File: config.mk
export PLATFORM = sky130hd
export DESIGN_NAME = rom_loader_flat
export DESIGN_NICKNAME = d
export VERILOG_FILES = /design/src/source/main_map_pkg.sv /design/src/source/cpu_bus_if.sv /design/src/source/rom_loader.sv /design/src/flat_wrapper.sv
export VERILOG_INCLUDE_DIRS = /design/src /design/src/source
export SDC_FILE = /design/constraint.sdc
export NUM_CORES = 1
export LEC_CHECK = 0
export BUFFER_PORTS_ARGS = -buffer_cell sky130_fd_sc_hd__buf_2
export CAP_MARGIN = 0
export CORE_ASPECT_RATIO = 1.5
export CORE_MARGIN = 2
export CORE_UTILIZATION = 31
export DETAILED_ROUTE_END_ITERATION = 6
export PLACE_DENSITY_LB_ADDON = 0.08
export SLEW_MARGIN = 20
export SYNTH_ARGS = -nofsm -noshare
export SYNTH_HDL_FRONTEND = slang
export SYNTH_SLANG_ARGS = --single-unit
File: constraint.sdc
create_clock -name clk_sys -period 1.8 [get_ports clk_sys]
set_clock_uncertainty 0.2 [all_clocks]
set_input_delay 0.09 -clock clk_sys [delete_from_list [all_inputs] [get_ports clk_sys]]
set_output_delay 0.09 -clock clk_sys [all_outputs]
set_load 0.05 [all_outputs]
File: src/source/main_macros.svh
`ifndef MAIN_MACROS_SVH
`define MAIN_MACROS_SVH

// bus and register widths
`define CPU_ADDR_W    16
`define DATA_W        8
`define IOCTL_ADDR_W  27
`define SCROLL_W      11
`define VRAM_ADDR_W   10
`define LOAD_OFS_W    15

`define ID_BYTE       8'h58

// each cpu map bound closes the region below it
`define ROM1_END      16'h8000
`define ROM2_END      16'hc000
`define VRAM1_BASE    16'hd800
`define VRAM2_BASE    16'hdc00
`define BANK_END      16'he000
`define SPR_END       16'he100

// download image layout
`define DL_ROM2_BASE  27'h0008000
`define DL_BANK1_BASE 27'h000c000
`define DL_BANK2_BASE 27'h000e000
`define DL_END        27'h0010000

// array depths in bytes
`define ROM1_DEPTH    32768
`define ROM2_DEPTH    16384
`define BANK_DEPTH    8192
`define VRAM_DEPTH    1024
`define RAM_DEPTH     8192

`endif

File: src/source/main_map_pkg.sv
`include "main_macros.svh"

package main_map_pkg;

  // memory target of a cpu address
  typedef enum logic [2:0] {
    reg_rom1,
    reg_rom2,
    reg_bank,
    reg_vram1,
    reg_vram2,
    reg_spr,
    reg_ram,
    reg_none
  } region_t;

  // i/o port numbers, decoded from addr[7:0]
  typedef enum logic [7:0] {
    port_j1                 = 8'h00,
    port_j2                 = 8'h01,
    port_system             = 8'h02,
    port_p1                 = 8'h03,
    port_p2                 = 8'h04,
    port_bank_flip          = 8'h40,
    port_scroll_x_lo        = 8'h41,
    port_layers_scroll_x_hi = 8'h42,
    port_scroll_y_lo        = 8'h43,
    port_scroll_y_hi        = 8'h44,
    port_snd_latch          = 8'h45,
    port_id                 = 8'hc0
  } io_port_t;

  // download targets
  typedef enum logic [2:0] {
    load_rom1,
    load_rom2,
    load_bank1,
    load_bank2,
    load_none
  } load_region_t;

  typedef struct packed {
    logic                 bank;
    logic                 flip;
    logic [`SCROLL_W-1:0] scroll_x;
    logic [`SCROLL_W-1:0] scroll_y;
    logic [2:0]           layers;
  } video_ctrl_t;

endpackage

File: src/source/cpu_bus_if.sv
`timescale 1ns/1ns
`include "main_macros.svh"


// registered download write into the program arrays
interface load_if;
  main_map_pkg::load_region_t region;
  logic [`LOAD_OFS_W-1:0]     offset;
  logic [`DATA_W-1:0]         data;
  logic                       we;

  modport loader (output region, offset, data, we);
  modport mem    (input region, offset, data, we);
endinterface

File: src/source/rom_loader.sv
`timescale 1ns/1ns
`include "main_macros.svh"

module rom_loader (
  input  logic                     clk_sys,
  input  logic                     rst,
  input  logic                     ioctl_download,
  input  logic [`IOCTL_ADDR_W-1:0] ioctl_addr,
  input  logic [`DATA_W-1:0]       ioctl_dout,
  input  logic                     ioctl_wr,
  load_if.loader                   load
);

  main_map_pkg::load_region_t region_c;
  logic [`IOCTL_ADDR_W-1:0]   base_c;
  logic [`IOCTL_ADDR_W-1:0]   rel_c;

  // anything past the bank2 image is dropped
  always_comb begin
    region_c = main_map_pkg::load_none;
    base_c   = '0;
    if (ioctl_addr < `DL_ROM2_BASE) begin
      region_c = main_map_pkg::load_rom1;
    end else if (ioctl_addr < `DL_BANK1_BASE) begin
      region_c = main_map_pkg::load_rom2;
      base_c   = `DL_ROM2_BASE;
    end else if (ioctl_addr < `DL_BANK2_BASE) begin
      region_c = main_map_pkg::load_bank1;
      base_c   = `DL_BANK1_BASE;
    end else if (ioctl_addr < `DL_END) begin
      region_c = main_map_pkg::load_bank2;
      base_c   = `DL_BANK2_BASE;
    end
  end

  assign rel_c = ioctl_addr - base_c;

  always_ff @(posedge clk_sys) begin
    if (rst) begin
      load.we     <= 1'b0;
      load.region <= main_map_pkg::load_none;
    end else begin
      load.we     <= ioctl_download & ioctl_wr & (region_c != main_map_pkg::load_none);
      load.region <= region_c;
    end
  end

  always_ff @(posedge clk_sys) begin
    load.offset <= rel_c[`LOAD_OFS_W-1:0];
    load.data   <= ioctl_dout;
  end

endmodule

File: src/flat_wrapper.sv
// flat-port wrapper written by rule: the top's interface ports become plain ports
module rom_loader_flat 
  (clk_sys, rst, ioctl_download, ioctl_addr, ioctl_dout, ioctl_wr, load_region, load_offset, load_data, load_we);
  load_if load_i ();
  input  logic clk_sys;
  input  logic rst;
  input  logic ioctl_download;
  input  logic [`IOCTL_ADDR_W-1:0] ioctl_addr;
  input  logic [`DATA_W-1:0] ioctl_dout;
  input  logic ioctl_wr;
  output wire logic [$bits(load_i.region)-1:0] load_region;
  output wire logic [$bits(load_i.offset)-1:0] load_offset;
  output wire logic [$bits(load_i.data)-1:0] load_data;
  output wire logic [$bits(load_i.we)-1:0] load_we;
  assign load_region = load_i.region;
  assign load_offset = load_i.offset;
  assign load_data = load_i.data;
  assign load_we = load_i.we;
  rom_loader u_core (.clk_sys(clk_sys), .rst(rst), .ioctl_download(ioctl_download), .ioctl_addr(ioctl_addr), .ioctl_dout(ioctl_dout), .ioctl_wr(ioctl_wr), .load(load_i));
endmodule
==> results_dict.tcl <==
set metrics [dict create \
    status "finished clean" \
    synth_async_sr_flop_share_pct 0 \
    ys_types 17 \
    die_height_um 62.12 \
    first_pass_grt_wire_length_mm 3.029 \
    clock_pin_slew_on_the_worst_setup_and_hold_paths_ns 0.14 \
    start_util_pct 32.01 \
    via_count 787 \
    dp_hpwl_mm 1.283 \
    comb_power_share_pct 21.3 \
    cts_tree "yes" \
    synth_common_cells "27 x sky130_fd_sc_hd__dfxtp_1, 4 x sky130_fd_sc_hd__inv_1, 4 x sky130_fd_sc_hd__nor3_1" \
    route.detailed.wl_per_inst_um 10.57 \
    synthMostInstantiatedCell "sky130_fd_sc_hd__dfxtp_1" \
    worst_min_delay_path_category "in -> reg" \
    crit_path_start_kind "input pin" \
    power_density_nw_per_um2 769.8 \
    power.sequential.fraction_pct 56.6 \
    design.portCount 66 \
    ant_nets 0 \
    routed_wire_length_mm 1.913 \
    min_period_over_period_pct 90.36 \
    yosys_register_bits 27 \
    finalWorstPathRequiredPeriod_ns 1.626 \
    flow.area_growth_from_synthesis_pct 107.3 \
    globalRoute.totalOverflow 0 \
    path_cells "buf_2 -> nor4_2 -> nand4_2 -> buf_4 -> or2_2 -> dlygate4sd3_1" \
    htree_num_levels 1 \
    synth-seq-area-share_pct 77.42 \
    worstPathBufferInverterCount 3 \
    synth-edff-count 0 \
    crit_path_max_cell_delay_ns 0.55 \
    dp.cells 144 \
    maximum_number_of_pins_on_one_net_before_global_route_repair 16 \
    drt_iter0_markers 3 \
    worst_setup_path_end_kind "register" \
    p_int_w 0.0008068 \
    cts_buffer_depth 2 \
    timing.final.hold_violations 0 \
    critical_path_class "in -> reg" \
    route.detailed.vias_per_inst 4.348 \
    finalMaxSlewViolations 0 \
    globalplace.congestion 0.7552 \
    total_clock_buffers_created_by_cts 3 \
    worstPathArrival_ns 1.65 \
    synth.cell_area_um2 698.2 \
    die-area_um2 2656 \
    grtUsageTotal_pct 15.03 \
    min_delay_worst_endpoint "u_core.load.offset[14]" \
    ir_worst_vdd_mv 0.4335 \
    hold_start "ioctl_addr[24]" \
    synth_ff_type "sky130_fd_sc_hd__dfxtp_1" \
    rsz0062_at_grt "false" \
    swShare_pct 27.60 \
    critPathSlowestCell "sky130_fd_sc_hd__dlygate4sd3_1" \
    clock-sinks 27 \
    antenna-diode-count 0 \
    drt_pre_antenna_iters 3 \
    synth_area_per_cell_um2 13.69 \
    die_w_um 42.75 \
    fmax_mhz 614.8 \
    p_leak_nw 0.7198 \
    ys_warn_count 0 \
    nets 199 \
    clock-root-buffer "sky130_fd_sc_hd__clkbuf_4" \
    postLayoutCoreUtil_pct 66.38 \
    total_negative_setup_slack_ns 0 \
    drcViolationCount 0 \
    worst-slew-pin-transition_ns 0.2944 \
    fraction_of_synthesized_cell_area_taken_by_the_top_area_cell_type_pct 77.42 \
    crit_path_max_fanout 3 \
    yosys-top-cells-area "sky130_fd_sc_hd__dfxtp_1 77%, sky130_fd_sc_hd__nor3_1 2.9%, sky130_fd_sc_hd__inv_1 2.2%, sky130_fd_sc_hd__ha_1 1.8%, sky130_fd_sc_hd__nand4_2 1.8%" \
    worst_hold_slack_ns 0.03059 \
    setup_violations 0 \
    netSwitchingPower_w 0.0003075 \
    worst_hold_path.num_cells 5 \
    syn_nets 91 \
    power_frac_clock_pct 22.1 \
    maxCapViolCount 0 \
    largest_delay_contributor_family_on_the_critical_path "buffers and inverters" \
    core_region_area_um2 2181 \
    number_of_global_route_vias_before_repair 783 \
    instances_no_fill 181 \
    power_w 0.001114 \
    number_of_antenna_violations_at_the_first_check_in_global_routing 0 \
    slew_headroom_pct 80.21 \
    syn-instance-count 51 \
    port-buffer-count 65 \
    worst-endpoint-required_ns 1.82 \
    row_count 21 \
    cell_type_with_the_largest_total_area_after_synthesis "sky130_fd_sc_hd__dfxtp_1" \
    drive_gt1_share_pct 49.37 \
]
[worst max-delay path by stage]
| stage | start | end | slack [ns] | cells after the start |
|---|---|---|---|---|
| 2_1_floorplan | ioctl_addr[24] | u_core.load.offset[14] | 0.01 | 7 |
| 3_3_place_gp | ioctl_addr[24] | u_core.load.offset[14] | 0.01 | 8 |
| 3_5_place_dp | ioctl_addr[24] | u_core.load.offset[14] | -0.08 | 8 |
| 4_1_cts | ioctl_addr[24] | u_core.load.region[2] | 0.17 | 6 |
| 5_1_grt | ioctl_addr[24] | u_core.load.region[2] | 0.09 | 6 |
| 6_report | ioctl_addr[24] | u_core.load.region[2] | 0.17 | 6 |
[cell usage in the layout, fill, tap and decap left out, types with 2 or more instances in the layout]
cell type / Yosys / final
sky130_fd_sc_hd__buf_2: 0 / 65
sky130_fd_sc_hd__dlygate4sd3_1: 0 / 33
sky130_fd_sc_hd__dfxtp_1: 27 / 27
sky130_fd_sc_hd__buf_4: 0 / 5
sky130_fd_sc_hd__inv_1: 4 / 4
sky130_fd_sc_hd__nor3_1: 4 / 4
sky130_fd_sc_hd__clkbuf_4: 0 / 3
sky130_fd_sc_hd__nor2_1: 2 / 2
sky130_fd_sc_hd__nand2_1: 2 / 2
[stage by stage]
stage	worst slack (ns)	instance area (µm²)
after CTS	0.1713	1448
final	0.1735	1448
after global placement	0.009882	1090
after global routing	0.08974	1448
after detailed placement	-0.08424	1090
after floorplan	0.01362	698.2
[cell type report]
type | count | area [µm²]
well taps | 23 | 28.78
repair buffers | 103 | 693.2
clock buffers | 3 | 22.52
fillers | 179 | 733.2
clock inverters | 1 | 5.005
flip-flops and latches | 27 | 540.5
multi-input cells | 20 | 142.6
inverters | 4 | 15.01
[logic make-up (layout without fill, tap and decap cells)]
logic type                 count (synthesis)  in the layout  synth area share, %
buffers and inverters                      4            111                2.150
DFF                                       27             27                77.42
adders and majority gates                  1              1                1.792
and+or+nand+nor                           15             15                13.80
AOI/OAI and AO/OA                          4              4                4.838
[flip-flops by register name, indices dropped and copies added (netlist names)]
name                flops
u_core.load.region      3
u_core.load.we          1
u_core.load.data        8
u_core.load.offset     15
[timing repair]
item	4_1_cts	5_1_grt
resized for setup	0	0
setup buffers	0	0
hold endpoints to repair	27	0
hold buffers	33	0
[power by group through the flow]
| stage | Clock [W] | Sequential [W] | Combinational (W) |
|---|---|---|---|
| after floorplan | 0 | 0.000743 | 0.0000121 |
| after global placement | 0 | 0.000644 | 0.000185 |
| after detailed placement | 0 | 0.000644 | 0.000186 |
| after CTS | 0.000260 | 0.000630 | 0.000237 |
| after global routing | 0.000290 | 0.000633 | 0.000250 |
| final | 0.000246 | 0.000630 | 0.000238 |
[routing by layer]
layer	wire length [µm]	vias up	track usage, %
met3	187	2	3.488
met1	638	346	12.32
li1	-	393	-
met5	0	-	0
met2	1073	46	30.49
met4	14	0	7.031
No activity file was read; power rests on OpenSTA's default activity.
