<file path="config.mk">
export PLATFORM = sky130hd
export DESIGN_NAME = main_io_flat
export DESIGN_NICKNAME = d
export VERILOG_FILES = /design/src/source/main_map_pkg.sv /design/src/source/cpu_bus_if.sv /design/src/source/main_io.sv /design/src/flat_wrapper.sv
export VERILOG_INCLUDE_DIRS = /design/src /design/src/source
export SDC_FILE = /design/constraint.sdc
export NUM_CORES = 1
export LEC_CHECK = 0
export BUFFER_PORTS_ARGS = -buffer_cell sky130_fd_sc_hd__buf_2
export CORE_ASPECT_RATIO = 0.7
export CORE_MARGIN = 8
export CORE_UTILIZATION = 46
export CTS_CLUSTER_SIZE = 16
export DETAILED_ROUTE_END_ITERATION = 10
export PLACE_DENSITY = 0.81
export SYNTH_ARGS = -nofsm -noshare
export SYNTH_HDL_FRONTEND = slang
export SYNTH_SLANG_ARGS = --single-unit
</file>
<file path="constraint.sdc">
create_clock -name clk_sys -period 1.9 [get_ports clk_sys]
set_clock_uncertainty 0.1 [all_clocks]
set_input_delay 0.38 -clock clk_sys [delete_from_list [all_inputs] [get_ports clk_sys]]
set_output_delay 0.38 -clock clk_sys [all_outputs]
set_load 0.05 [all_outputs]
</file>
<file path="src/source/main_macros.svh">
`ifndef MAIN_MACROS_SVH
`define MAIN_MACROS_SVH

// bus and register widths
`define CPU_ADDR_W    16
`define DATA_W        8
`define IOCTL_ADDR_W  27
`define SCROLL_W      11
`define VRAM_ADDR_W   10
`define LOAD_OFS_W    15

`define ID_BYTE       8'h58

// each cpu map bound closes the region below it
`define ROM1_END      16'h8000
`define ROM2_END      16'hc000
`define VRAM1_BASE    16'hd800
`define VRAM2_BASE    16'hdc00
`define BANK_END      16'he000
`define SPR_END       16'he100

// download image layout
`define DL_ROM2_BASE  27'h0008000
`define DL_BANK1_BASE 27'h000c000
`define DL_BANK2_BASE 27'h000e000
`define DL_END        27'h0010000

// array depths in bytes
`define ROM1_DEPTH    32768
`define ROM2_DEPTH    16384
`define BANK_DEPTH    8192
`define VRAM_DEPTH    1024
`define RAM_DEPTH     8192

`endif

</file>
<file path="src/source/main_map_pkg.sv">
`include "main_macros.svh"

package main_map_pkg;

  // memory target of a cpu address
  typedef enum logic [2:0] {
    reg_rom1,
    reg_rom2,
    reg_bank,
    reg_vram1,
    reg_vram2,
    reg_spr,
    reg_ram,
    reg_none
  } region_t;

  // i/o port numbers, decoded from addr[7:0]
  typedef enum logic [7:0] {
    port_j1                 = 8'h00,
    port_j2                 = 8'h01,
    port_system             = 8'h02,
    port_p1                 = 8'h03,
    port_p2                 = 8'h04,
    port_bank_flip          = 8'h40,
    port_scroll_x_lo        = 8'h41,
    port_layers_scroll_x_hi = 8'h42,
    port_scroll_y_lo        = 8'h43,
    port_scroll_y_hi        = 8'h44,
    port_snd_latch          = 8'h45,
    port_id                 = 8'hc0
  } io_port_t;

  // download targets
  typedef enum logic [2:0] {
    load_rom1,
    load_rom2,
    load_bank1,
    load_bank2,
    load_none
  } load_region_t;

  typedef struct packed {
    logic                 bank;
    logic                 flip;
    logic [`SCROLL_W-1:0] scroll_x;
    logic [`SCROLL_W-1:0] scroll_y;
    logic [2:0]           layers;
  } video_ctrl_t;

endpackage

</file>
<file path="src/source/cpu_bus_if.sv">
`timescale 1ns/1ns
`include "main_macros.svh"

// main cpu strobe bus
interface cpu_bus_if;
  logic [`CPU_ADDR_W-1:0] addr;
  logic [`DATA_W-1:0]     wdata;
  logic                   rd;
  logic                   wr;
  logic                   iorq;
  logic                   m1;

  modport source (output addr, wdata, rd, wr, iorq, m1);
  modport mem    (input addr, wdata, wr, iorq);
  modport io     (input addr, wdata, rd, wr, iorq, m1);
endinterface


</file>
<file path="src/source/main_io.sv">
`timescale 1ns/1ns
`include "main_macros.svh"

module main_io (
  input  logic                      clk_sys,
  input  logic                      rst,
  cpu_bus_if.io                     bus,
  input  logic [`DATA_W-1:0]        mem_rdata,
  input  logic [`DATA_W-1:0]        j1,
  input  logic [`DATA_W-1:0]        j2,
  input  logic [`DATA_W-1:0]        p1,
  input  logic [`DATA_W-1:0]        p2,
  input  logic [`DATA_W-1:0]        system,
  input  logic                      vs,
  input  logic                      snd_clear,
  output main_map_pkg::video_ctrl_t ctrl,
  output logic [`DATA_W-1:0]        snd_latch,
  output logic [`DATA_W-1:0]        cpu_din,
  output logic                      cpu_irq
);

  main_map_pkg::io_port_t port;
  logic                   io_sel;
  logic                   ack;
  logic [`DATA_W-1:0]     io_data;
  logic [1:0]             vs_sr;
  logic                   vs_fall;

  assign port    = main_map_pkg::io_port_t'(bus.addr[7:0]);
  assign io_sel  = bus.iorq & ~bus.m1;
  assign ack     = bus.iorq & bus.m1;
  assign vs_fall = vs_sr[1] & ~vs_sr[0];

  // unmapped input ports read zero
  always_ff @(posedge clk_sys) begin
    if (io_sel) begin
      case (port)
        main_map_pkg::port_j1:     io_data <= j1;
        main_map_pkg::port_j2:     io_data <= j2;
        main_map_pkg::port_system: io_data <= system;
        main_map_pkg::port_p1:     io_data <= p1;
        main_map_pkg::port_p2:     io_data <= p2;
        main_map_pkg::port_id:     io_data <= `ID_BYTE;
        default:                   io_data <= '0;
      endcase
    end
  end

  always_ff @(posedge clk_sys) begin
    if (rst) begin
      ctrl      <= '0;
      snd_latch <= '0;
    end else begin
      if (io_sel && bus.wr) begin
        case (port)
          main_map_pkg::port_bank_flip: begin
            ctrl.bank <= bus.wdata[7];
            ctrl.flip <= bus.wdata[2];
          end
          main_map_pkg::port_scroll_x_lo: ctrl.scroll_x[7:0] <= bus.wdata;
          main_map_pkg::port_layers_scroll_x_hi: begin
            ctrl.layers                 <= bus.wdata[7:5];
            ctrl.scroll_x[`SCROLL_W-1:8] <= bus.wdata[2:0];
          end
          main_map_pkg::port_scroll_y_lo: ctrl.scroll_y[7:0] <= bus.wdata;
          main_map_pkg::port_scroll_y_hi: ctrl.scroll_y[`SCROLL_W-1:8] <= bus.wdata[2:0];
          // bit 0 marks a pending command for the audio side
          main_map_pkg::port_snd_latch: snd_latch <= {bus.wdata[6:0], 1'b1};
          default: ;
        endcase
      end
      if (snd_clear) begin
        snd_latch <= '0;
      end
    end
  end

  // falling vs sets the irq and wins over ack
  always_ff @(posedge clk_sys) begin
    if (rst) begin
      vs_sr   <= 2'b00;
      cpu_irq <= 1'b0;
    end else begin
      vs_sr <= {vs_sr[0], vs};
      if (vs_fall) begin
        cpu_irq <= 1'b1;
      end else if (ack) begin
        cpu_irq <= 1'b0;
      end
    end
  end

  // read data held while rd is low
  always_ff @(posedge clk_sys) begin
    if (bus.rd) begin
      cpu_din <= bus.iorq ? io_data : mem_rdata;
    end
  end

endmodule

</file>
<file path="src/flat_wrapper.sv">
// flat-port wrapper written by rule: the top's interface ports become plain ports
module main_io_flat 
  (clk_sys, rst, mem_rdata, j1, j2, p1, p2, system, vs, snd_clear, ctrl, snd_latch, cpu_din, cpu_irq, bus_addr, bus_wdata, bus_rd, bus_wr, bus_iorq, bus_m1);
  cpu_bus_if bus_i ();
  input  logic clk_sys;
  input  logic rst;
  input  logic [`DATA_W-1:0] mem_rdata;
  input  logic [`DATA_W-1:0] j1;
  input  logic [`DATA_W-1:0] j2;
  input  logic [`DATA_W-1:0] p1;
  input  logic [`DATA_W-1:0] p2;
  input  logic [`DATA_W-1:0] system;
  input  logic vs;
  input  logic snd_clear;
  output main_map_pkg::video_ctrl_t ctrl;
  output logic [`DATA_W-1:0] snd_latch;
  output logic [`DATA_W-1:0] cpu_din;
  output logic cpu_irq;
  input wire logic [$bits(bus_i.addr)-1:0] bus_addr;
  input wire logic [$bits(bus_i.wdata)-1:0] bus_wdata;
  input wire logic [$bits(bus_i.rd)-1:0] bus_rd;
  input wire logic [$bits(bus_i.wr)-1:0] bus_wr;
  input wire logic [$bits(bus_i.iorq)-1:0] bus_iorq;
  input wire logic [$bits(bus_i.m1)-1:0] bus_m1;
  assign bus_i.addr = bus_addr;
  assign bus_i.wdata = bus_wdata;
  assign bus_i.rd = bus_rd;
  assign bus_i.wr = bus_wr;
  assign bus_i.iorq = bus_iorq;
  assign bus_i.m1 = bus_m1;
  main_io u_core (.clk_sys(clk_sys), .rst(rst), .bus(bus_i), .mem_rdata(mem_rdata), .j1(j1), .j2(j2), .p1(p1), .p2(p2), .system(system), .vs(vs), .snd_clear(snd_clear), .ctrl(ctrl), .snd_latch(snd_latch), .cpu_din(cpu_din), .cpu_irq(cpu_irq));
endmodule
</file>
==> flow_summary.ini, run 1 <==
[grt]
grt.total_usage_pct = 16.2
grt_pass1_wl_mm = 10.7
grt_remaining_overflow = 0
antenna_found_initial = 0
grt_pass1_vias = 2175
grt_max_degree = 22

[logic_synthesis]
yosysSeqAreaShare_pct = 49.3
synth_area_per_cell_sq_um = 11.5
syn-num-nets = 299
netlist_area_sq_um = 2520
ys_seq_elements = 54
ys_types = 32
syn_inst = 219
yosysWarningCount = 0

[cts]
root_buffer = clkbuf_8
cts_made_buffers = 5
cts_hold_buf = 0
path_clk_slew_ps = 90
cts_buffer_depth = 2
h-tree-depth = 2
ctsResizeCount = 0
tritoncts = yes
clock-sinks = 54
clock_latency_ps = 290
cts_setup_buffers = 0

[routing]
dr.first_iter.drc_count = 142
drc = 0
via_count = 2050
first_pass_iters = 4
wire_per_inst_um = 16.1
wl_mm = 6.66
vias_per_cell = 4.95
ant_nets = 0

[layout]
final_common_cell = buf_2
fillers = 433
area_growth_syn_to_layout_pct = 34.0
layout_common_cells = 115 x buf_2, 38 x dfxtp_1, 37 x nand2b_1
diodes = 0
drive_above_1_share_pct = 44.7
fin_nets = 421
post-route-util_pct = 64.2

[power_and_ir_drop]
peakVddDrop_v = 0.000624
p_comb_share_pct = 12.2
switching_share_pct = 21.8
p_int_mw = 1.88
pwr-share-clk_pct = 37.1
p_leak_nw = 1.56
powerDensity_nw_per_um2 = 711
switchingPower_uw = 523
pwr-share-seq_pct = 50.7

[timing]
slew_headroom_pct = 40.0
fmax_ghz = 0.609
worst_slack_ps = 257
setup-violations-final = 0
hold_slack_ps = 186
tightest_slew_ps = 897
slew_violations = 0
fin_crit_ps = 1640
rsz0062_at_grt = false
hold_violations = 0
period_share_pct = 86.5

[floorplan]
row_count = 22
io-pin-count = 124
die_h_um = 77.9
die_width_um = 104
die_area_sq_um = 8140
core_area_sq_um = 5260
start_util_pct = 47.9

[place]
dp_slack_ps = 7.04
io_buffer_count = 115
dp_hpwl_mm = 5.37
place_congestion = 0.797

[status]
outcome = finished clean

[hold_path]
hold_path.class = in -> reg

[worst_setup_path]
cp.arrival_ps = 1770
worst_setup_path_start_kind = input port
end_kind = flip-flop
crit_type = in -> reg
worstPathRequired_ps = 2020
path_max_fanout = 8

[flow_run]
cap_violations = 0
==> sequential cells by signal, summed over array words and instances (netlist names) <==
name and flops:
u_core.cpu_din 8, u_core.ctrl 27, u_core.io_data 8, u_core.snd_latch 8, u_core.cpu_irq 1, u_core.vs_sr 2
==> final cells by class <==
type	instances	area, sq um	share of cell area, %
Timing Repair Buffer	127	678	20.1
Sequential cell	54	1240	36.8
Inverter	1	3.75	0.111
Clock inverter	3	68.8	2.04
Multi-Input combinational cell	152	1220	36.3
Clock buffer	5	68.8	2.04
Tap cell	72	90.1	2.67
==> per-layer routing <==
metal  up-vias  track usage (%)  share of wire (%)
li1       1037                -                  -
met1       945             19.3                 44
met2        62             28.8                 50
met3         6             4.37                5.0
met4         0             3.02               0.63
met5         -                0                  0
==> power groups by stage <==
stage | clock network (mW) | logic, mW | registers (mW)
detailed placement | 0 | 0.292 | 1.24
global route | 0.961 | 0.317 | 1.22
floorplan | 0 | 0.117 | 1.29
finish | 0.889 | 0.293 | 1.22
CTS | 0.907 | 0.293 | 1.22
global placement | 0 | 0.285 | 1.24
==> synth_stat cells <==
cell type,n,area [sq um]
and4_1,3,26.3
mux2i_1,36,360
nor2b_1,9,56.3
nor3b_2,1,12.5
nand2b_1,37,231
inv_1,1,3.75
nand4_1,5,31.3
nor3_1,1,5.00
clkbuf_1,8,30.0
nand4b_1,1,8.76
a32o_1,4,40.0
o211ai_1,1,7.51
o221ai_1,2,17.5
a2bb2oi_1,2,17.5
o21a_1,1,7.51
dfxtp_1,38,761
nand3_1,1,5.00
a32oi_1,1,8.76
edfxtp_1,16,480
nor4bb_1,1,10.0
nor2_1,5,18.8
or3_1,1,6.26
a22oi_1,2,15.0
or4_4,1,11.3
and2_1,2,12.5
mux4_2,5,113
mux2_2,10,113
nand4_2,1,12.5
nor4_1,1,6.26
a21oi_1,2,10.0
buf_2,4,20.0
nand2_1,16,60.1
==> path summary, 6_finish.rpt <==
kind	to	start	slack [ps]	cells after the start
setup / recovery	u_core.ctrl[16]	bus_addr[7]	260	5
hold / removal	u_core.vs_sr[0]	vs	190	2
setup reg to reg	u_core.cpu_din[2]	u_core.io_data[2]	900	1
hold reg to reg	u_core.snd_latch[4]	u_core.snd_latch[4]	360	2
==> worst max-delay path: stages <==
cell and delay (ps):
buf_2 130, nor4bb_1 390, buf_4 230, and4_1 390, mux2i_1 240
==> metrics by stage <==
stage               cell area (sq um)  TNS, ps  total power [mW]  instances
detailed placement               3240        0              1.53        406
finish                           3370        0              2.40        414
global placement                 3240    -43.8              1.53        406
CTS                              3370        0              2.42        414
floorplan                        2520        0              1.40        219
global route                     3370        0              2.50        414
==> cell families after synthesis <==
group / after synthesis / share of synthesized area, %
and+or+nand+nor: 86 / 20.4
DFF: 54 / 49.3
muxes: 51 / 23.2
buffers and inverters: 13 / 2.14
AOI/OAI and AO/OA: 15 / 4.92
(Power assumes the default switching activity.)
==> inputs of run 2 (changes only) <==
--- a/config.mk
+++ b/config.mk
@@ -6,13 +6,15 @@
 export SDC_FILE = /design/constraint.sdc
 export NUM_CORES = 1
 export LEC_CHECK = 0
+export ABC_AREA = 1
 export BUFFER_PORTS_ARGS = -buffer_cell sky130_fd_sc_hd__buf_2
 export CORE_ASPECT_RATIO = 0.7
 export CORE_MARGIN = 8
-export CORE_UTILIZATION = 46
+export CORE_UTILIZATION = 43
+export CTS_CLUSTER_DIAMETER = 200
 export CTS_CLUSTER_SIZE = 16
 export DETAILED_ROUTE_END_ITERATION = 10
-export PLACE_DENSITY = 0.81
+export PLACE_DENSITY = 0.78
 export SYNTH_ARGS = -nofsm -noshare
 export SYNTH_HDL_FRONTEND = slang
 export SYNTH_SLANG_ARGS = --single-unit
==> constraint.sdc (replaced) <==
create_clock -name clk_sys -period 1.4 [get_ports clk_sys]
set_clock_uncertainty 0.1 [all_clocks]
set_input_delay 0.28 -clock clk_sys [delete_from_list [all_inputs] [get_ports clk_sys]]
set_output_delay 0.28 -clock clk_sys [all_outputs]
set_load 0.05 [all_outputs]
==> flow_summary.ini, run 2 <==
[floorplan]
start_util_pct = 44.9
row_count = 24
die_area_sq_um = 9480
io-pin-count = 124
die_width_um = 113
die_h_um = 83.9
core_area_sq_um = 6310

[cts]
clock-sinks = 54
path_clk_slew_ps = 100
ctsResizeCount = 0
h-tree-depth = 2
cts_buffer_depth = 2
root_buffer = clkbuf_8
cts_made_buffers = 5
tritoncts = yes
clock_latency_ps = 300
cts_hold_buf = 0
cts_setup_buffers = 0

[timing]
hold_slack_ps = 77.9
fmax_ghz = 0.759
worst_slack_ps = 82.0
slew_headroom_pct = 77.0
tightest_slew_ps = 343
rsz0062_at_grt = false
period_share_pct = 94.1
hold_violations = 0
fin_crit_ps = 1320
setup-violations-final = 0
slew_violations = 0

[grt]
grt_max_degree = 28
grt.met1_usage_pct = 19.8
grt_remaining_overflow = 0
grt_pass1_vias = 2772
grt_util_met2_pct = 26.9
grt.total_usage_pct = 16.6
met3_usage_pct = 7.23
antenna_found_initial = 0
grt_pass1_wl_mm = 13.0
busiest_layer = met2

[logic_synthesis]
synth_top_family_by_area = simple AND/OR/NAND/NOR gates
syn-num-nets = 471
yosys.area_share.simple_pct = 47.3
synth_top_area_cell = dfxtp_1
synth_commonest_cells = 110 x nand2_1, 91 x nor2_1, 38 x dfxtp_1
yosys.area_share.adder_pct = 0
ys_types = 27
netlist_area_sq_um = 2830
synth.most_common_cell = nand2_1
synth_top_cell_area_share_pct = 26.9
yosysWarningCount = 0
synth_area_per_cell_sq_um = 7.24
muxShareOfSynthArea_pct = 0
synthFlopType = dfxtp_1
ys_seq_elements = 54
yosysSeqAreaShare_pct = 43.8
synth_compound_area_share_pct = 1.15
netlist_top_cells_area = dfxtp_1 27%, edfxtp_1 17%, nand2_1 15%
synth_edf_count = 16
ys_async_sr_fraction_pct = 0
synth_xor_area_share_pct = 0
syn_inst = 391

[place]
place_congestion = 0.817
postPlaceCellArea_sq_um = 3610
post-place-cells = 596
dp_slack_ps = -119
io_buffer_count = 115
dp_hpwl_mm = 6.55

[worst_setup_path]
crit_family = flip-flops
end_kind = output pin
critPathSlowestCell = dfxtp_1
path_max_fanout = 2
worst_setup_path_start_kind = flip-flop
startpoint = u_core.snd_latch[2]
crit_type = reg -> out
crit_chain = buf_2
r2r_start = u_core.io_data[0]
worstPathRequired_ps = 1020
critPathMaxStageDelay_ps = 360
reg2reg_slack_ps = 550
cp.arrival_ps = 940
critPathBufInv = 1

[power_and_ir_drop]
p_leak_nw = 1.99
peakVddDrop_v = 0.000493
powerDensity_nw_per_um2 = 796

[layout]
area_growth_syn_to_layout_pct = 30.4
fin_cells = 604
largest_register = u_core.ctrl
seqCellArea_sq_um = 1240
final_area_sq_um = 3690
diodes = 0
final_common_cell = buf_2
layout_common_cells = 115 x buf_2, 110 x nand2_1, 91 x nor2_1
fillers = 596
multiInputGateArea_sq_um = 1370
fin_nets = 605
drive_above_1_share_pct = 32.5
largest_reg_flops = 27

[status]
outcome = finished clean

[routing]
first_pass_iters = 4
via_count = 2865
ant_nets = 0
vias_per_cell = 4.74
drc = 0
wl_mm = 7.90
dr.first_iter.drc_count = 201
wire_per_inst_um = 13.1

[hold_path]
min_from = vs
hold_path.class = in -> reg

[flow_run]
cap_violations = 0
run 2: routing by layer:
layer / wire length, um / vias to the layer above
met2: 3540 / 94
met5: 0 / -
met4: 69 / 0
li1: - / 1496
met3: 837 / 8
met1: 3460 / 1267
run 2: metrics by stage:
stage	setup TNS, ps	utilization (%)	power, mW
2_1_floorplan	0	-	1.92
3_3_place_gp	-1420	57.2	2.11
3_5_place_dp	-2910	57.2	2.12
4_1_cts	0	58.6	2.96
5_1_grt	0	58.6	3.06
6_report	0	58.6	2.94
run 2: worst paths after layout:
kind / endpoint / cells past startpoint
max reg2reg: u_core.cpu_din[0] / 2
min: u_core.vs_sr[0] / 3
max: snd_latch[2] / 1
min reg2reg: u_core.vs_sr[1] / 2
run 2: power by group:
group          total (mW)  internal, mW  switching, mW
Sequential           1.65          1.64        0.00741
Clock               0.855         0.358          0.498
Combinational       0.435         0.161          0.274
run 2: kinds of logic after synthesis:
group           after synthesis
buf+inv                      48
compound gates                6
simple gates                283
flops                        54
run 2: final cells by class:
type	count	share of cell area (%)
Multi-Input combinational cell	289	37.2
Sequential cell	54	33.6
Timing Repair Buffer	136	20.2
Inverter	39	4.03
Tap cell	78	2.64
Clock buffer	6	1.96
Clock inverter	2	0.373
